File: src/hdl/cmd_pkg.sv
// command offload package
// shared widths, command and response structs, AXI4-Lite channel structs and register map
`default_nettype none

package cmd_pkg;

    // command tag echoed back by the response, and the command payload
    typedef logic [7:0]  cmd_id_t;
    typedef logic [15:0] cmd_operand_t;
    // completed-command count, wraps around
    typedef logic [15:0] cmd_count_t;

    // cmd_id sits in the low byte so a register write maps straight onto the struct
    typedef struct packed {
        cmd_operand_t operand;
        cmd_id_t      cmd_id;
    } cmd_req_t;

    typedef struct packed {
        cmd_id_t cmd_id;
    } cmd_resp_t;

    typedef logic [7:0]  axil_addr_t;
    typedef logic [31:0] axil_data_t;
    typedef logic [3:0]  axil_strb_t;
    typedef logic [1:0]  axil_resp_code_t;

    localparam axil_resp_code_t RESP_OKAY   = 2'b00;
    localparam axil_resp_code_t RESP_SLVERR = 2'b10;

    localparam axil_addr_t REG_CTRL    = 8'h00;
    localparam axil_addr_t REG_CMD     = 8'h04;
    localparam axil_addr_t REG_STATUS  = 8'h08;
    localparam axil_addr_t REG_LAST_ID = 8'h0C;

    // aw and ar carry the same fields
    typedef struct packed {
        axil_addr_t addr;
        logic       valid;
    } axil_ax_t;

    typedef struct packed {
        axil_data_t data;
        axil_strb_t strb;
        logic       valid;
    } axil_w_t;

    typedef struct packed {
        axil_resp_code_t resp;
        logic            valid;
    } axil_b_t;

    typedef struct packed {
        axil_data_t      data;
        axil_resp_code_t resp;
        logic            valid;
    } axil_r_t;

    // channels driven by the master
    typedef struct packed {
        axil_ax_t aw;
        axil_w_t  w;
        logic     b_ready;
        axil_ax_t ar;
        logic     r_ready;
    } axil_req_t;

    // channels driven by the slave
    typedef struct packed {
        logic    aw_ready;
        logic    w_ready;
        axil_b_t b;
        logic    ar_ready;
        axil_r_t r;
    } axil_resp_t;

    typedef enum logic [1:0] {
        IDLE,
        ISSUE,
        STALL
    } dispatch_state_e;

endpackage

`default_nettype wire

File: src/hdl/cmd_fifo.sv
// synchronous FIFO for any packed type
// circular buffer with occupancy counter, reports full, empty and usage
`timescale 1ns/1ps
`default_nettype none

module cmd_fifo #(
    parameter int unsigned DEPTH = 4,
    parameter type         dtype = logic
) (
    input  logic                         clk_i,
    input  logic                         rst_ni,
    input  logic                         push_i,
    input  dtype                         data_i,
    input  logic                         pop_i,
    output dtype                         data_o,
    output logic                         full_o,
    output logic                         empty_o,
    output logic [$clog2(DEPTH+1)-1:0]   usage_o
);

    // a single-entry buffer still needs a one-bit pointer
    localparam int unsigned PTR_W = (DEPTH > 1) ? $clog2(DEPTH) : 1;
    localparam int unsigned CNT_W = $clog2(DEPTH + 1);

    dtype             mem_q [DEPTH];
    logic [PTR_W-1:0] wr_ptr_q;
    logic [PTR_W-1:0] rd_ptr_q;
    logic [CNT_W-1:0] count_q;
    logic             do_push;
    logic             do_pop;

    // pointers wrap at DEPTH, which need not be a power of two
    function automatic logic [PTR_W-1:0] next_ptr(input logic [PTR_W-1:0] ptr);
        if (ptr == PTR_W'(DEPTH - 1)) begin
            return '0;
        end
        return ptr + 1'b1;
    endfunction

    assign full_o  = (count_q == CNT_W'(DEPTH));
    assign empty_o = (count_q == '0);
    assign usage_o = count_q;

    // requests that would overflow or underflow are dropped here
    assign do_push = push_i && !full_o;
    assign do_pop  = pop_i && !empty_o;

    // head entry is always visible
    assign data_o = mem_q[rd_ptr_q];

    always_ff @(posedge clk_i or negedge rst_ni) begin
        if (!rst_ni) begin
            wr_ptr_q <= '0;
            rd_ptr_q <= '0;
            count_q  <= '0;
        end else begin
            if (do_push) begin
                wr_ptr_q <= next_ptr(wr_ptr_q);
            end
            if (do_pop) begin
                rd_ptr_q <= next_ptr(rd_ptr_q);
            end
            // push and pop together leave the occupancy as it is
            case ({do_push, do_pop})
                2'b10:   count_q <= count_q + 1'b1;
                2'b01:   count_q <= count_q - 1'b1;
                default: count_q <= count_q;
            endcase
        end
    end

    always_ff @(posedge clk_i) begin
        if (do_push) begin
            mem_q[wr_ptr_q] <= data_i;
        end
    end

endmodule

`default_nettype wire

File: src/hdl/cmd_sink.sv
// command sink
// buffers one response per accepted command and releases the head after a fixed delay
`timescale 1ns/1ps
`default_nettype none

module cmd_sink #(
    parameter int unsigned BUFF_SIZE = 4,
    parameter int unsigned LATENCY   = 10
) (
    input  logic               clk_i,
    input  logic               rst_ni,
    input  logic               cmd_valid_i,
    output logic               cmd_ready_o,
    input  cmd_pkg::cmd_req_t  cmd_i,
    output logic               cmd_resp_valid_o,
    output cmd_pkg::cmd_resp_t cmd_resp_o
);

    import cmd_pkg::*;

    // the timer is as wide as LATENCY needs, so it wraps every 2**TIMER_W cycles
    localparam int unsigned TIMER_W = (LATENCY > 1) ? $clog2(LATENCY) : 1;

    logic               resp_full;
    logic               resp_empty;
    logic               resp_pop;
    cmd_resp_t          new_resp;
    logic [TIMER_W-1:0] timer_q;

    // a response only echoes the command's tag
    assign new_resp.cmd_id = cmd_i.cmd_id;

    // ready drops as soon as the response buffer is full
    assign cmd_ready_o = !resp_full;

    // head leaves when the timer hits all ones
    assign resp_pop         = (&timer_q) && !resp_empty;
    assign cmd_resp_valid_o = resp_pop;

    cmd_fifo #(
        .DEPTH (BUFF_SIZE),
        .dtype (cmd_resp_t)
    ) resp_fifo_inst (
        .clk_i   (clk_i),
        .rst_ni  (rst_ni),
        .push_i  (cmd_valid_i && cmd_ready_o),
        .data_i  (new_resp),
        .pop_i   (resp_pop),
        .data_o  (cmd_resp_o),
        .full_o  (resp_full),
        .empty_o (resp_empty),
        .usage_o ()
    );

    // timer sits at zero while nothing is buffered and free-runs otherwise
    always_ff @(posedge clk_i or negedge rst_ni) begin
        if (!rst_ni) begin
            timer_q <= '0;
        end else if (resp_empty) begin
            timer_q <= '0;
        end else begin
            timer_q <= timer_q + 1'b1;
        end
    end

endmodule

`default_nettype wire

File: src/hdl/cmd_outstanding_counter.sv
// outstanding-command counter
// tracks commands in flight and completed commands, flags the in-flight limit
`timescale 1ns/1ps
`default_nettype none

module cmd_outstanding_counter #(
    parameter int unsigned MAX_OUTSTANDING = 6
) (
    input  logic                                   clk_i,
    input  logic                                   rst_ni,
    input  logic                                   issue_i,
    input  logic                                   complete_i,
    output logic [$clog2(MAX_OUTSTANDING+1)-1:0]   in_flight_o,
    output cmd_pkg::cmd_count_t                    completed_o,
    output logic                                   limit_o
);

    import cmd_pkg::*;

    localparam int unsigned CNT_W = $clog2(MAX_OUTSTANDING + 1);

    logic [CNT_W-1:0] in_flight_q;
    cmd_count_t       completed_q;

    assign in_flight_o = in_flight_q;
    assign completed_o = completed_q;

    // dispatcher holds off new commands while this is high
    assign limit_o = (in_flight_q == CNT_W'(MAX_OUTSTANDING));

    always_ff @(posedge clk_i or negedge rst_ni) begin
        if (!rst_ni) begin
            in_flight_q <= '0;
        end else begin
            // an issue and a completion in the same cycle cancel out
            case ({issue_i, complete_i})
                2'b10:   in_flight_q <= in_flight_q + 1'b1;
                2'b01:   in_flight_q <= in_flight_q - 1'b1;
                default: in_flight_q <= in_flight_q;
            endcase
        end
    end

    // completion count simply wraps, software takes differences
    always_ff @(posedge clk_i or negedge rst_ni) begin
        if (!rst_ni) begin
            completed_q <= '0;
        end else if (complete_i) begin
            completed_q <= completed_q + 1'b1;
        end
    end

endmodule

`default_nettype wire

File: src/hdl/cmd_dispatch_fsm.sv
// dispatch FSM
// moves commands from the host queue to the sink while enabled and credit remains
`timescale 1ns/1ps
`default_nettype none

module cmd_dispatch_fsm (
    input  logic              clk_i,
    input  logic              rst_ni,
    input  logic              enable_i,
    input  logic              queue_empty_i,
    input  cmd_pkg::cmd_req_t queue_data_i,
    output logic              queue_pop_o,
    input  logic              limit_i,
    output logic              cmd_valid_o,
    input  logic              cmd_ready_i,
    output cmd_pkg::cmd_req_t cmd_o,
    output logic              issue_o
);

    import cmd_pkg::*;

    dispatch_state_e state_q;
    dispatch_state_e state_d;
    cmd_req_t        cmd_q;
    logic            take;

    // a command can be taken when there is one, dispatch is on and credit is left
    assign take = enable_i && !queue_empty_i && !limit_i;

    always_comb begin
        state_d     = state_q;
        queue_pop_o = 1'b0;
        case (state_q)
            IDLE: begin
                if (take) begin
                    queue_pop_o = 1'b1;
                    state_d     = ISSUE;
                end else if (enable_i && !queue_empty_i) begin
                    // work is waiting but the in-flight limit is reached
                    state_d = STALL;
                end
            end
            ISSUE: begin
                if (cmd_ready_i) begin
                    state_d = IDLE;
                end
            end
            STALL: begin
                if (take) begin
                    queue_pop_o = 1'b1;
                    state_d     = ISSUE;
                end else if (!limit_i) begin
                    // credit came back but the queue drained or dispatch was paused
                    state_d = IDLE;
                end
            end
            default: state_d = IDLE;
        endcase
    end

    // valid stays up with stable data until the sink takes it
    assign cmd_valid_o = (state_q == ISSUE);
    assign cmd_o       = cmd_q;
    assign issue_o     = cmd_valid_o && cmd_ready_i;

    always_ff @(posedge clk_i or negedge rst_ni) begin
        if (!rst_ni) begin
            state_q <= IDLE;
        end else begin
            state_q <= state_d;
        end
    end

    // head command is latched as it is popped
    always_ff @(posedge clk_i) begin
        if (queue_pop_o) begin
            cmd_q <= queue_data_i;
        end
    end

endmodule

`default_nettype wire

File: src/hdl/cmd_axil_regs.sv
// AXI4-Lite register block
// control, command push, status and last completed id, each access gets a registered response
`timescale 1ns/1ps
`default_nettype none

module cmd_axil_regs #(
    parameter int unsigned QUEUE_DEPTH     = 4,
    parameter int unsigned MAX_OUTSTANDING = 6
) (
    input  logic                                   clk_i,
    input  logic                                   rst_ni,
    input  cmd_pkg::axil_req_t                     axil_req_i,
    output cmd_pkg::axil_resp_t                    axil_resp_o,
    output logic                                   enable_o,
    output logic                                   push_o,
    output cmd_pkg::cmd_req_t                      push_data_o,
    input  logic                                   queue_full_i,
    input  logic [$clog2(QUEUE_DEPTH+1)-1:0]       queue_usage_i,
    input  logic [$clog2(MAX_OUTSTANDING+1)-1:0]   in_flight_i,
    input  cmd_pkg::cmd_count_t                    completed_i,
    input  logic                                   resp_valid_i,
    input  cmd_pkg::cmd_resp_t                     resp_i
);

    import cmd_pkg::*;

    logic            wr_ready;
    logic            wr_hs;
    logic            rd_ready;
    logic            rd_hs;
    axil_resp_code_t wr_resp;
    axil_resp_code_t rd_resp;
    axil_data_t      rd_data;
    axil_data_t      status_word;

    logic            ctrl_q;
    cmd_id_t         last_id_q;
    logic            b_valid_q;
    axil_resp_code_t b_resp_q;
    logic            r_valid_q;
    axil_resp_code_t r_resp_q;
    axil_data_t      r_data_q;

    // address and data are taken together, and only once the previous B is gone
    assign wr_ready = axil_req_i.aw.valid && axil_req_i.w.valid && !b_valid_q;
    assign wr_hs    = wr_ready;
    assign rd_ready = !r_valid_q;
    assign rd_hs    = axil_req_i.ar.valid && rd_ready;

    // a command write pushes straight into the host queue unless it is full
    assign push_o      = wr_hs && (axil_req_i.aw.addr == REG_CMD) && !queue_full_i;
    assign push_data_o = cmd_req_t'(axil_req_i.w.data[23:0]);
    assign enable_o    = ctrl_q;

    // completed count, in-flight count and queue usage packed side by side
    always_comb begin
        status_word        = '0;
        status_word[15:0]  = completed_i;
        status_word[23:16] = 8'(in_flight_i);
        status_word[27:24] = 4'(queue_usage_i);
    end

    // write strobes are ignored, every register is written whole
    always_comb begin
        case (axil_req_i.aw.addr)
            REG_CTRL, REG_STATUS, REG_LAST_ID: wr_resp = RESP_OKAY;
            REG_CMD: wr_resp = queue_full_i ? RESP_SLVERR : RESP_OKAY;
            default: wr_resp = RESP_SLVERR;
        endcase
    end

    always_comb begin
        rd_data = '0;
        rd_resp = RESP_OKAY;
        case (axil_req_i.ar.addr)
            REG_CTRL:    rd_data[0] = ctrl_q;
            REG_CMD:     rd_data = '0;
            REG_STATUS:  rd_data = status_word;
            REG_LAST_ID: rd_data[7:0] = last_id_q;
            default:     rd_resp = RESP_SLVERR;
        endcase
    end

    always_comb begin
        axil_resp_o          = '0;
        axil_resp_o.aw_ready = wr_ready;
        axil_resp_o.w_ready  = wr_ready;
        axil_resp_o.b.valid  = b_valid_q;
        axil_resp_o.b.resp   = b_resp_q;
        axil_resp_o.ar_ready = rd_ready;
        axil_resp_o.r.valid  = r_valid_q;
        axil_resp_o.r.resp   = r_resp_q;
        axil_resp_o.r.data   = r_data_q;
    end

    always_ff @(posedge clk_i or negedge rst_ni) begin
        if (!rst_ni) begin
            ctrl_q    <= 1'b0;
            last_id_q <= '0;
            b_valid_q <= 1'b0;
            r_valid_q <= 1'b0;
        end else begin
            if (wr_hs && (axil_req_i.aw.addr == REG_CTRL)) begin
                ctrl_q <= axil_req_i.w.data[0];
            end
            // last id follows every response the sink releases
            if (resp_valid_i) begin
                last_id_q <= resp_i.cmd_id;
            end
            // B and R stay up until the master takes them
            if (wr_hs) begin
                b_valid_q <= 1'b1;
            end else if (axil_req_i.b_ready) begin
                b_valid_q <= 1'b0;
            end
            if (rd_hs) begin
                r_valid_q <= 1'b1;
            end else if (axil_req_i.r_ready) begin
                r_valid_q <= 1'b0;
            end
        end
    end

    always_ff @(posedge clk_i) begin
        if (wr_hs) begin
            b_resp_q <= wr_resp;
        end
        if (rd_hs) begin
            r_resp_q <= rd_resp;
            r_data_q <= rd_data;
        end
    end

endmodule

`default_nettype wire

File: src/hdl/cmd_offload_top.sv
// command offload top level
// register block, host queue, dispatcher, outstanding counter and command sink
`timescale 1ns/1ps
`default_nettype none

module cmd_offload_top #(
    parameter int unsigned QUEUE_DEPTH     = 4,
    parameter int unsigned SINK_DEPTH      = 4,
    parameter int unsigned MAX_OUTSTANDING = 6,
    parameter int unsigned LATENCY         = 10
) (
    input  logic                clk_i,
    input  logic                rst_ni,
    input  cmd_pkg::axil_req_t  axil_req_i,
    output cmd_pkg::axil_resp_t axil_resp_o
);

    import cmd_pkg::*;

    // host queue side
    logic                                 push;
    cmd_req_t                             push_data;
    logic                                 queue_pop;
    cmd_req_t                             queue_data;
    logic                                 queue_full;
    logic                                 queue_empty;
    logic [$clog2(QUEUE_DEPTH+1)-1:0]     queue_usage;

    // dispatch and credit
    logic                                 dispatch_en;
    logic                                 limit;
    logic                                 issue;
    logic [$clog2(MAX_OUTSTANDING+1)-1:0] in_flight;
    cmd_count_t                           completed;

    // sink side
    logic                                 cmd_valid;
    logic                                 cmd_ready;
    cmd_req_t                             sink_cmd;
    logic                                 resp_valid;
    cmd_resp_t                            resp;

    cmd_axil_regs #(
        .QUEUE_DEPTH     (QUEUE_DEPTH),
        .MAX_OUTSTANDING (MAX_OUTSTANDING)
    ) cmd_axil_regs_inst (
        .clk_i         (clk_i),
        .rst_ni        (rst_ni),
        .axil_req_i    (axil_req_i),
        .axil_resp_o   (axil_resp_o),
        .enable_o      (dispatch_en),
        .push_o        (push),
        .push_data_o   (push_data),
        .queue_full_i  (queue_full),
        .queue_usage_i (queue_usage),
        .in_flight_i   (in_flight),
        .completed_i   (completed),
        .resp_valid_i  (resp_valid),
        .resp_i        (resp)
    );

    cmd_fifo #(
        .DEPTH (QUEUE_DEPTH),
        .dtype (cmd_req_t)
    ) host_queue_inst (
        .clk_i   (clk_i),
        .rst_ni  (rst_ni),
        .push_i  (push),
        .data_i  (push_data),
        .pop_i   (queue_pop),
        .data_o  (queue_data),
        .full_o  (queue_full),
        .empty_o (queue_empty),
        .usage_o (queue_usage)
    );

    cmd_dispatch_fsm cmd_dispatch_fsm_inst (
        .clk_i         (clk_i),
        .rst_ni        (rst_ni),
        .enable_i      (dispatch_en),
        .queue_empty_i (queue_empty),
        .queue_data_i  (queue_data),
        .queue_pop_o   (queue_pop),
        .limit_i       (limit),
        .cmd_valid_o   (cmd_valid),
        .cmd_ready_i   (cmd_ready),
        .cmd_o         (sink_cmd),
        .issue_o       (issue)
    );

    cmd_outstanding_counter #(
        .MAX_OUTSTANDING (MAX_OUTSTANDING)
    ) cmd_outstanding_counter_inst (
        .clk_i       (clk_i),
        .rst_ni      (rst_ni),
        .issue_i     (issue),
        .complete_i  (resp_valid),
        .in_flight_o (in_flight),
        .completed_o (completed),
        .limit_o     (limit)
    );

    cmd_sink #(
        .BUFF_SIZE (SINK_DEPTH),
        .LATENCY   (LATENCY)
    ) cmd_sink_inst (
        .clk_i            (clk_i),
        .rst_ni           (rst_ni),
        .cmd_valid_i      (cmd_valid),
        .cmd_ready_o      (cmd_ready),
        .cmd_i            (sink_cmd),
        .cmd_resp_valid_o (resp_valid),
        .cmd_resp_o       (resp)
    );

endmodule

`default_nettype wire

File: config.mk
export PLATFORM = sky130hd
export DESIGN_NAME = cmd_offload_top
export DESIGN_NICKNAME = d
export VERILOG_FILES = /design/src/hdl/cmd_pkg.sv /design/src/hdl/cmd_fifo.sv /design/src/hdl/cmd_sink.sv /design/src/hdl/cmd_outstanding_counter.sv /design/src/hdl/cmd_dispatch_fsm.sv /design/src/hdl/cmd_axil_regs.sv /design/src/hdl/cmd_offload_top.sv
export SDC_FILE = /design/constraint.sdc
export NUM_CORES = 1
export LEC_CHECK = 0
export ABC_AREA = 1
export ABC_CLOCK_PERIOD_IN_PS = 4950
export BUFFER_PORTS_ARGS = -buffer_cell sky130_fd_sc_hd__clkbuf_2
export CORE_MARGIN = 2
export CORE_UTILIZATION = 55
export CTS_CLUSTER_DIAMETER = 50
export DETAILED_ROUTE_END_ITERATION = 16
export GPL_TIMING_DRIVEN = 0
export HOLD_SLACK_MARGIN = 0.08
export PLACE_DENSITY = 0.78
export SYNTH_ARGS = -nofsm -noshare
export SYNTH_HDL_FRONTEND = slang
export SYNTH_SLANG_ARGS = --single-unit
File: constraint.sdc
create_clock -name clk_i -period 4.95 [get_ports clk_i]
set_input_delay 0.99 -clock clk_i [delete_from_list [all_inputs] [get_ports clk_i]]
set_output_delay 0.99 -clock clk_i [all_outputs]
set_load 0.05 [all_outputs]
# Yosys cells after proc, flatten, opt, wreduce, memory -nomap -nowiden
# Memory sizes are Yosys's and may differ from the RTL's. A register that Yosys moved wholly into a read port is not among the register bits.
# Cells that the tools add are included.
# word_totals
ff_bits	78
inputBits	59
output_inout_bits	41
mem_bits_rw	128
memories	2
wordCells	133
# mem_list
name	words	word_bits	read_ports	rd_ports_with_merged_regs	wr	line	text
host_queue_inst.mem_q	4	24	1	1	1	cmd_fifo.sv:25	dtype mem_q [DEPTH];
cmd_sink_inst.resp_fifo_inst.mem_q	4	8	1	1	1	cmd_fifo.sv:25	
# classes
addsub	12
n_reduce_logical	37
mux	41
eq_ne	24
# op_table
operator	count
$eq A8 B4 Y1 const B	4
$mux W2	15
$mux W1	18
$pmux W3 S2	3
$add A16 B1 Y16 const B	1
$eq A2 B2 Y1 const B	8
$eq A8 B3 Y1 const B	2
$logic_not A8 Y1	2
$logic_and A1 B1 Y1	14
$pmux W7 S2	1
$reduce_bool A2 Y1	5
$add A3 B1 Y3 const B	3
$eq A3 B3 Y1 const B	3
$sub A3 B1 Y3 const B	3
$add A2 B1 Y2 const B	4
$eq A2 B1 Y1 const B	4
$logic_not A1 Y1	8
$logic_not A3 Y1	2
$pmux W2 S3	1
$add A4 B1 Y4 const B	1
$mux W4	1
$pmux W2 S2	1
$reduce_and A4 Y1	1
$reduce_or A4 Y1	1
8 further kinds	8

# Logic depth before layout (Yosys ltp)
# Gate-level depths: netlist of the first run.
# logic_depth
ltp_word	9
mapped_depth	12
depth_no_buf	11

# Cells and area by module
# A second synthesis of the first run with hierarchy kept.
# unflattened
cells_unflattened	877
hier_area_um2	10161.0
# modules_own_cells
module	cells_each	seq_area_each_um2	area_per_inst_um2	instances
cmd_fifo (host_queue_inst)	341	3057.9	4370.4	1
cmd_axil_regs	197	996.0	1945.6	1
cmd_fifo (cmd_sink_inst.resp_fifo_inst)	154	1136.1	1769.2	1
cmd_outstanding_counter	119	475.5	1033.5	1
cmd_dispatch_fsm	45	770.7	858.3	1
cmd_sink	21	100.1	183.9	1

# Least setup slack after synthesis of the first run
# No wires, ideal clock.
# synth_timing
path_type	input to register
startpoint	input axil_req_i[48] in the netlist's numbering
endpoint	register host_queue_inst.count_q[2] (netlist: host_queue_inst.usage_o[2])
cell_stages	11
path_buffers	0
arrival_time_ps	2331
setup_ps	131
setup_slack_ps	2488
t_required_ps	4819
cell_sequence	nand2_1 > nor2_2 > nand3_1 > nor2_1 > inv_2 > ha_1 > inv_1 > fa_1 > a21oi_1 > o21ai_0 > xor2_1
# synth_via
elab_chain_len	7
word_cells_on_any_way	9
cone_classes	eq/ne (2); mux (1); reduce/logical (6)
# synth_rtl
element	line	text
from (decl)	cmd_offload_top.sv:14	input cmd_pkg::axil_req_t axil_req_i,
$logic_and A1 B1 Y1 * (2 in a row)	cmd_axil_regs.sv:45	assign wr_ready = axil_req_i.aw.valid && axil_req_i.w.valid && !b_valid_q;
net cmd_axil_regs_inst.wr_hs	cmd_axil_regs.sv:28	logic wr_hs;
$logic_and A1 B1 Y1 * (2 in a row)	cmd_axil_regs.sv:51	assign push_o = wr_hs && (axil_req_i.aw.addr == REG_CMD) && !queue_full_i;
$logic_and A1 B1 Y1 *	cmd_fifo.sv:45	assign do_push = push_i && !full_o;
$eq A2 B1 Y1 / $eq A2 B2 Y1 (equally long branches)	cmd_fifo.sv:64	case ({do_push, do_pop})
$pmux W3 S2 / $reduce_bool A2 Y1 (equally long branches)	n/a	
to (signal assigned)	cmd_fifo.sv:65	2'b10: count_q <= count_q + 1'b1;
to (signal assigned)	cmd_fifo.sv:66	2'b01: count_q <= count_q - 1'b1;
to (signal assigned)	cmd_fifo.sv:67	default: count_q <= count_q;
to (decl)	cmd_fifo.sv:28	logic [CNT_W-1:0] count_q;
# Mark *: on every way through the listed nets, which the timed path passes. The rest lies on a longest branch.
# A chain may end at the register's enable or synchronous reset.

# Final worst setup path of the first run
# layout_timing
startpoint	input axil_req_i[48] in the netlist's numbering
endpoint	output axil_resp_o[40] in the netlist's numbering
# layout_via
elab_chain_len	2
# layout_rtl
element	line	text
$logic_and A1 B1 Y1 (2 in a row)	cmd_axil_regs.sv:45	
to (decl)	cmd_offload_top.sv:15	output cmd_pkg::axil_resp_t axil_resp_o
# Every way passes these cells.

==> results, run 1 <==
- The flow ran to the end, and the final reports show no timing, DRC or antenna violations.
- Routability-driven placement finished with a final weighted congestion of 0.872.
- The dominant synthesized flop cell is sky130_fd_sc_hd__edfxtp_1.
- The number of search-and-repair iterations in the first detailed-routing pass is 4.
- The final-stage net count is 751.
- In the final timing run, aggregate negative setup slack is 0 ns.
- Global routing used 19.9% of the available tracks.
- The synthesized area per cell is 11.0 um2.
- Measured along the x axis, the die boundary spans 112 um.
- Sequential cells were found to cover 64.2% of the synthesized design area.
- The global-route wire length before repair is 19.7 mm.
- For this block, the routed nets add up to 11.8 mm of wire.
- The share of the clock period used by the worst path is 56.9%.
- The number of buffers between clock root and the deepest sink is 2.
- The fraction of post-synthesis cell area in the top cell type by area is 44.8%.
- Synthesis handed over a netlist of 584 instances.
- The biggest area consumer among synthesized cells is sky130_fd_sc_hd__edfxtp_1.
- Of all flip-flops after synthesis, the portion carrying an async set or reset was 34.2%.
- The master of the slowest instance on the critical path is sky130_fd_sc_hd__nor2_2.
- The leakage power total is 3.23 nW.
- The type of destination of the critical path is a primary output.
- CTS placed an instance of sky130_fd_sc_hd__clkbuf_16 at the clock tree root.
- After synthesis, the largest family of logic cells by area is simple AND/OR/NAND/NOR gates.
- The maximum fanout along the worst path is 7.
- The kind of cell with the highest combined delay along the critical path is buffers and inverters.
- Setup violations remaining at the end of the flow were counted as 0.
- Setup repair after global routing left no endpoint under its margin.
- The buffering stage count on the worst path with inverters included is 3.
- The ratio of total power to cell area is 415 mW/mm2.
- At the later pin of the worst-skew pair, clock insertion delay measures 0.42 ns.
- The number of post-CTS setup repair buffers is 0.
- The number of synthesized flops with an enable pin is 96.
- Subtracting the final worst setup slack from the clock period gives 2.82 ns.
- Sorting the synthesized cells by area gives the leading types as sky130_fd_sc_hd__edfxtp_1 (45%), sky130_fd_sc_hd__dfrtp_1 (19%), sky130_fd_sc_hd__nand2_1 (6.6%).
- In this run the core area contains 39 standard-cell rows.
- The combined area of all synthesized cells is 0.00644 mm2.
- The die is 112 um tall.
- The final worst clock skew is 0.00876 ns.
- The number of global-route vias before repair was 4265.
- The signal on the critical path passes through clkbuf_2 -> nand2_1 -> nor2_2 -> buf_4 -> clkbuf_2.
- The finished layout holds 830 standard cells, fillers aside.
- The initial antenna violation count came to 0.
- By count the netlist is led by sky130_fd_sc_hd__nand2_1 (113), sky130_fd_sc_hd__edfxtp_1 (96), sky130_fd_sc_hd__nor2_1 (77), sky130_fd_sc_hd__inv_1 (57).
- The clock net in this run drives a total of 146 sinks.
- During synthesis, Yosys emitted a total of 0 warnings.
- The clock tree synthesis step divided the H-tree into 4 levels.
- The detailed router finished its first iteration with 327 violations.
- The adder and majority gate portion of the synthesized area is 3.85%.
- Once the floorplan was initialized, standard cells occupied 56.4% of the core.
- The xor/xnor cell area share of the yosys netlist is 2.18%.
- The number of hold violations in the final report came to 0.
- The layout overhead on the synthesized area is 18.6%.
- On the final layout, the worst hold slack is 0.474 ns.
- After routing the design area is 0.00764 mm2.
- STA puts the critical path data required time at 3.96 ns.
- The quantity of hold-fixing buffers added after cts is 0.
- Measured against its own limit, the worst slew margin works out to 39.8%.
- The setup path with the least slack is of type in -> out.
- The detailed-route vias per instance is 5.10.
- The number of DRC violations after detailed routing is 0.
- The netlist uses 32 different library cells.
- At the pin with the least slew margin, the transition time is 0.903 ns.
- The number of instances in the placed design is 797.
- The arrival time at the worst endpoint is 1.83 ns.
- The post-detailed-placement cell area is 0.00695 mm2.
- Based on the critical path, the design can be clocked at up to 355 MHz.
- The path class of the tightest hold or removal check is reg -> reg.
- The HPWL after detailed placement is 8.05 mm.
- The total via count after detailed routing is 4231.
- The dominant cell by count in the synthesized netlist is sky130_fd_sc_hd__nand2_1.
- The boundary pin count is 100.
- The overflow left after global routing is 0.
- The standard cell core area is 0.0114 mm2.
- After clock tree synthesis, the repair step resized 0 gates.
- STA classifies the critical path startpoint as an input pin.
- Multiplexer cells account for 0.155% of the synthesized area.
- The total of max-cap violations is 0.
- The number of port buffers is 59.
- The most frequent cell on the critical path is sky130_fd_sc_hd__clkbuf_2.
- The worst-case IR drop observed on VDD is 0.435 mV.
- The die covers 0.0126 mm2.
- The max-slew violation count is 0.
- The remaining antenna violation count after routing is 0.
- The total power is 3.17 mW.
- The worst stage delay on the critical path is 0.26 ns.
- Summing the areas of all and, or, nand and nor instances in the mapped netlist gives 16.9% of the synthesized area.
- Clock tree synthesis inserted a total of 17 buffers.
- After clock tree synthesis, the clock-pin slew on the worst setup and hold paths is 0.06 ns.
- The routed wirelength normalized by instance count is 14.2 um.
- Entering global routing, the biggest net connects 51 pins.
- 0 antenna diodes ended up in the layout.
- The share of layout cells above drive strength 1 is 20.2%.
- Summing the areas of all compound-gate instances in the mapped netlist gives 5.95% of the synthesized area.
- TritonCTS built the clock tree.
- The number of flip-flops and latches in the synthesized netlist is 146.
-- final timing paths --
check                                          from                                      end  slack, ns  cells past startpoint
setup / recovery                     axil_req_i[48]                          axil_resp_o[40]       2.13                      5
hold / removal             cmd_sink_inst.timer_q[0]                 cmd_sink_inst.timer_q[0]       0.47                      1
setup reg to reg           cmd_sink_inst.timer_q[0]  cmd_sink_inst.resp_fifo_inst.usage_o[2]       2.48                     12
hold reg to reg            cmd_sink_inst.timer_q[0]                 cmd_sink_inst.timer_q[0]       0.47                      1
max in group asynchronous                    rst_ni         cmd_dispatch_fsm_inst.state_q[1]       3.80                      2
min in group asynchronous                    rst_ni               host_queue_inst.usage_o[2]       0.60                      1
-- cell families after synthesis --
kind of cell | count (synthesis)
AOI/OAI and AO/OA | 72
other | 1
adders and majority gates | 18
buffers and inverters | 89
and+or+nand+nor | 241
DFF | 146
xor gates and xnor gates | 16
muxes | 1
-- power by group --
group / switching (mW) / internal, mW / total (mW)
logic: 0.257 / 0.107 / 0.364
registers: 0.0395 / 1.36 / 1.40
clock network: 0.505 / 0.900 / 1.41
total: 0.802 / 2.37 / 3.17
-- cell type report --
cell class	instances	area (um2)
Clock inverter	15	231
Fill cell	856	3780
Tap cell	143	179
Timing Repair Buffer	60	323
Sequential cell	146	4130
Inverter	61	231
Clock buffer	17	425
Buffer	28	200
Multi-Input combinational cell	360	1910
-- cells in the final DEF, fill, tap and decap left out, types with 13 or more instances in the layout --
cell type                   synthesis  final
sky130_fd_sc_hd__buf_4             17     17
sky130_fd_sc_hd__clkbuf_16          0     17
sky130_fd_sc_hd__clkbuf_2           0     58
sky130_fd_sc_hd__dfrtp_1           50     50
sky130_fd_sc_hd__edfxtp_1          96     96
sky130_fd_sc_hd__ha_1              15     15
sky130_fd_sc_hd__inv_1             57     57
sky130_fd_sc_hd__nand2_1          113    113
sky130_fd_sc_hd__nand3_1           21     21
sky130_fd_sc_hd__nor2_1            77     77
sky130_fd_sc_hd__nor2_4            13     13
sky130_fd_sc_hd__o21ai_0           50     50
sky130_fd_sc_hd__o22ai_1           16     16
-- per-stage QoR --
stage / utilization, % / worst slack, ns
5_1_grt: 66.9 / 2.07
2_1_floorplan: - / 2.49
6_report: 66.9 / 2.13
4_1_cts: 66.7 / 2.14
3_3_place_gp: 60.9 / 2.17
3_5_place_dp: 60.9 / 2.13
-- registers in the layout, indices dropped and copies added (netlist names), 3 cells and up --
register,cells
cmd_axil_regs_inst.last_id_q,8
cmd_axil_regs_inst.r_data_q,22
cmd_dispatch_fsm_inst.cmd_o,8
cmd_outstanding_counter_inst.completed_o,16
cmd_outstanding_counter_inst.in_flight_o,3
cmd_sink_inst.resp_fifo_inst.mem_q,32
cmd_sink_inst.resp_fifo_inst.usage_o,3
cmd_sink_inst.timer_q,4
host_queue_inst.mem_q,32
host_queue_inst.usage_o,3
-- layer usage --
metal | vias up | track usage (%) | routed length, um
met5 | - | 0 | 0
met4 | 0 | 7.40 | 176
met3 | 17 | 5.13 | 503
met2 | 98 | 34.5 | 6240
met1 | 2016 | 24.3 | 4870
li1 | 2100 | - | -
Power figures use the tool's default switching activity.
==> run 2: changes to the inputs <==
--- a/config.mk
+++ b/config.mk
@@ -5,8 +5,8 @@
 export SDC_FILE = /design/constraint.sdc
 export NUM_CORES = 1
 export LEC_CHECK = 0
-export ABC_AREA = 1
-export ABC_CLOCK_PERIOD_IN_PS = 4950
+export ABC_AREA = 0
+export ABC_CLOCK_PERIOD_IN_PS = 2790
 export BUFFER_PORTS_ARGS = -buffer_cell sky130_fd_sc_hd__clkbuf_2
 export CORE_MARGIN = 2
 export CORE_UTILIZATION = 55
==> constraint.sdc (replaced) <==
create_clock -name clk_i -period 2.79 [get_ports clk_i]
set_input_delay 0.558 -clock clk_i [delete_from_list [all_inputs] [get_ports clk_i]]
set_output_delay 0.558 -clock clk_i [all_outputs]
set_load 0.05 [all_outputs]
==> results, run 2 <==
- The run finished with clean final reports.
- The layout overhead on the synthesized area is 19.2%.
- The initial antenna violation count came to 0 (unchanged).
- The global-route wire length before repair came to 15.8 mm (-20%).
- Sorting the synthesized cells by area gives the leading types as sky130_fd_sc_hd__edfxtp_1 (47%), sky130_fd_sc_hd__dfrtp_1 (20%), sky130_fd_sc_hd__mux4_2 (5.9%).
- The clock sink total is 146 (unchanged).
- The number of global-route vias before repair is 3277 (-23%).
- The total via count after detailed routing is 3256 (-23%).
- The remaining max-slew budget at the tightest pin is 24.4% (-15 points).
- The total of warnings raised by yosys came to 0 (unchanged).
- The count of instances resized after the clock tree is built is 0 (unchanged).
- The startpoint identified for the worst register-to-register timing path is cmd_sink_inst.timer_q[0].
- The buffering stage count on the worst path with inverters included is 2 (-1).
- Broken down by cell family, the worst path's largest delay share belongs to adder cells.
- Leaving out fill and tap cells, the most frequent cell in the layout is sky130_fd_sc_hd__edfxtp_1.
- The max-slew violation count is 0 (unchanged).
- The width of the die was 110 um (-2.1%).
- The maximum resistive drop on vdd is 0.408 mV (-6.0%).
- The worst slack at placement is 0.312 ns (-1.82 ns).
- The number of instances in the placed design is 593 (-26%).
- The smallest setup slack after layout is 0.449 ns (-1.68 ns).
- The ratio of total power to cell area was 677 mW/mm2 (+63%).
- The y dimension of the die is 110 um (-2.1%).
- Yosys instantiated no cell more often than sky130_fd_sc_hd__edfxtp_1.
- The library cells used most frequently in the layout, excluding fill and tap cells, are sky130_fd_sc_hd__edfxtp_1 (96), sky130_fd_sc_hd__clkbuf_2 (58), sky130_fd_sc_hd__dfrtp_1 (50), sky130_fd_sc_hd__nor2_1 (27), sky130_fd_sc_hd__inv_1 (20).
- The clock latency on the worst-skew pair is 0.51 ns (+0.09 ns).
- The number of port buffers is 59 (unchanged).
- The total power is 4.97 mW (+57%).
- The share of layout cells above drive strength 1 is 32.9% (+13 points).
- After layout, the minimum clock period comes to 2.34 ns.
- The leakage power total came to 2.97 nW (-8.1%).
- The final-stage net count is 551 (-27%).
- STA classifies the critical path startpoint as a register.
- The transition time of the tightest slew-check pin was 1.13 ns (+0.223 ns).
- In the synthesized netlist, the cells that appear most often are sky130_fd_sc_hd__edfxtp_1 (96), sky130_fd_sc_hd__dfrtp_1 (50), sky130_fd_sc_hd__nor2_1 (27), sky130_fd_sc_hd__inv_1 (20), sky130_fd_sc_hd__and2_1 (18).
- The endpoint of the lowest-slack register-to-register path is cmd_outstanding_counter_inst.in_flight_o[2].
- The total clock buffers created by CTS is 17 (unchanged).
- The proportion of register bits with asynchronous set or reset after synthesis is 34.2% (unchanged).
- The combined area of all synthesized cells is 0.00615 mm2 (-4.4%).
- The total of max-cap violations came to 0 (unchanged).
- The quantity of hold-fixing buffers added after cts is 0 (unchanged).
- The largest net degree at the start of global routing is 51 (unchanged).
- The final worst clock skew was 0.00575 ns (-0.00301 ns).
- The number of buffers between clock root and the deepest sink is 2 (unchanged).
- The post-detailed-routing wire length is 9.62 mm (-18%).
- The overflow left after global routing is 0 (unchanged).
- The required time at the endpoint of the critical path is 3.22 ns (-0.74 ns).
- Setup repair after global routing left no endpoint under its margin.
- The row count is 38 (-2.6%).
- The number of post-CTS setup repair buffers is 0 (unchanged).
- The remaining antenna violation count after routing came to 0 (unchanged).
- The effective utilization at floorplan is 56.5% (+0.14 points).
- The worst-case reg-to-reg path depth is 10 (-2).
- The critical path goes through ha_1 -> nand3_2 -> nor2_4 -> buf_6 -> ha_1 -> inv_1 -> fa_1 -> xor2_1 -> nor2_1 -> xor2_1.
- The non-filler instance count after layout is 627 (-24%).
- The number of synthesized flops with an enable pin came to 96 (unchanged).
- The detailed-route vias per instance is 5.19 (+1.9%).
- The count of cell instances traversed by the critical path is 10 (+5).
- The worst stage delay on the critical path is 0.37 ns (+0.11 ns).
- The synthesized area per cell is 16.1 um2 (+46%).
- The master of the slowest instance on the critical path is sky130_fd_sc_hd__dfrtp_1.
- TritonCTS built the clock tree.
- The class of the tightest hold or removal check is in -> reg.
- The critical path in this run is classified as reg -> reg.
- The combined global-route utilization of all metal layers came to 17.8% (-2.1 points).
- The fraction of post-synthesis cell area in the top cell type by area was 46.8% (+2.1 points).
- The fraction of the yosys area taken by sequential cells was 67.2% (+3.0 points).
- The number of levels the H-tree was split into came to 4 (unchanged).
- The number of search-and-repair iterations in the first detailed-routing pass is 6 (+2).
- The maximum fanout along the worst path is 11 (+4).
- The count of unique library cells instantiated by Yosys is 43 (+34%).
- The routability congestion estimate from global placement is 0.778 (-11%).
- The boundary pin count is 100 (unchanged).
- The final antenna diode count is 0 (unchanged).
- The type of destination of the critical path is a register.
- The dominant synthesized flop cell is sky130_fd_sc_hd__edfxtp_1.
- The arrival time at the worst endpoint is 2.77 ns (+0.94 ns).
- The tree is rooted in a sky130_fd_sc_hd__clkbuf_8.
- The setup TNS after final layout is 0 ns (unchanged).
- The standard cell core area was 0.0109 mm2 (-4.6%).
- The number of flip-flops and latches in the synthesized netlist came to 146 (unchanged).
- The die footprint came to 0.0121 mm2 (-4.3%).
- The cell count after synthesis is 382 (-35%).
- The largest registers in the layout are cmd_sink_inst.resp_fifo_inst.mem_q: 32 flops, host_queue_inst.mem_q: 32 flops, cmd_axil_regs_inst.r_data_q: 22 flops.
- The HPWL after detailed placement is 6.62 mm (-18%).
- The initial DRC count came to 164 (-50%).
- The clock slew seen by the registers of the worst setup and hold paths is 0.06 ns (about the same).
- The final critical path takes up 83.9% of the cycle.
- The routed wirelength normalized by instance count was 15.3 um (+8.0%).
- The number of hold violations in the final report is 0 (unchanged).
- The number of DRC violations after detailed routing is 0 (unchanged).
- The post-route core utilization came to 67.4% (+0.47 points).
- The top achievable clock speed is 427 MHz.
- In this run the worst setup path terminates at cmd_outstanding_counter_inst.in_flight_o[2].
- The biggest area consumer among synthesized cells is sky130_fd_sc_hd__edfxtp_1.
- The setup violation total in the final timing report is 0 (unchanged).
- The setup slack of the most critical reg-to-reg path is 0.45 ns (-2.03 ns).
- The critical path starts at cmd_sink_inst.timer_q[0].
==> run 2: layout make-up <==
cell class | instances | area (um2)
Clock buffer | 18 | 418
Multi-Input combinational cell | 202 | 1820
Clock inverter | 14 | 203
Sequential cell | 146 | 4130
Tap cell | 140 | 175
Fill cell | 762 | 3550
Buffer | 25 | 168
Inverter | 20 | 75.1
Timing Repair Buffer | 62 | 340
==> run 2: worst register-to-register path: stages (launching register included) <==
cell and delay, ns:
sky130_fd_sc_hd__dfrtp_1 0.37, sky130_fd_sc_hd__ha_1 0.21, sky130_fd_sc_hd__nand3_2 0.19, sky130_fd_sc_hd__nor2_4 0.22, sky130_fd_sc_hd__buf_6 0.21, sky130_fd_sc_hd__ha_1 0.21
sky130_fd_sc_hd__inv_1 0.06, sky130_fd_sc_hd__fa_1 0.37, sky130_fd_sc_hd__xor2_1 0.15, sky130_fd_sc_hd__nor2_1 0.11, sky130_fd_sc_hd__xor2_1 0.17
==> run 2: worst min path at each step <==
stage,startpoint,to,depth (start not counted)
5_1_grt,axil_req_i[0],cmd_axil_regs_inst.r_valid_q,2
4_1_cts,axil_req_i[0],cmd_axil_regs_inst.r_valid_q,2
3_5_place_dp,cmd_sink_inst.timer_q[0],cmd_sink_inst.timer_q[0],1
3_3_place_gp,cmd_sink_inst.timer_q[0],cmd_sink_inst.timer_q[0],1
2_1_floorplan,rst_ni,cmd_axil_regs_inst.b_valid_q,0
6_report,axil_req_i[0],cmd_axil_regs_inst.r_valid_q,2
==> run 2: kinds of logic after synthesis <==
kind of cell | share of synthesized area [%]
simple gates | 8.48
compound gates | 1.40
other cells | 0.0609
buf+inv | 3.94
xor+xnor | 3.70
fa+ha+maj | 4.03
mux | 11.2
flops | 67.2
==> run 2: through the flow <==
step | cell area, um2 | hold WS (ns)
floorplan | 6200 | 0.262
global route | 7330 | 0.206
CTS | 7300 | 0.192
global placement | 6670 | 0.447
detailed placement | 6680 | 0.469
finish | 7330 | 0.219
==> run 2: power breakdown <==
part	total (mW)	internal, mW	leakage (nW)	switching [mW]
sequential	2.35	2.33	1.57	0.0124
combinational	0.284	0.0766	1.11	0.208
clock	2.34	1.47	0.289	0.871
==> run 2: routing by layer <==
layer,GRT usage [%],up-vias,wire [um]
met5,0,-,0
met4,4.70,0,65
met3,5.63,8,369
met2,30.7,78,5050
met1,21.8,1625,4140
li1,-,1545,-
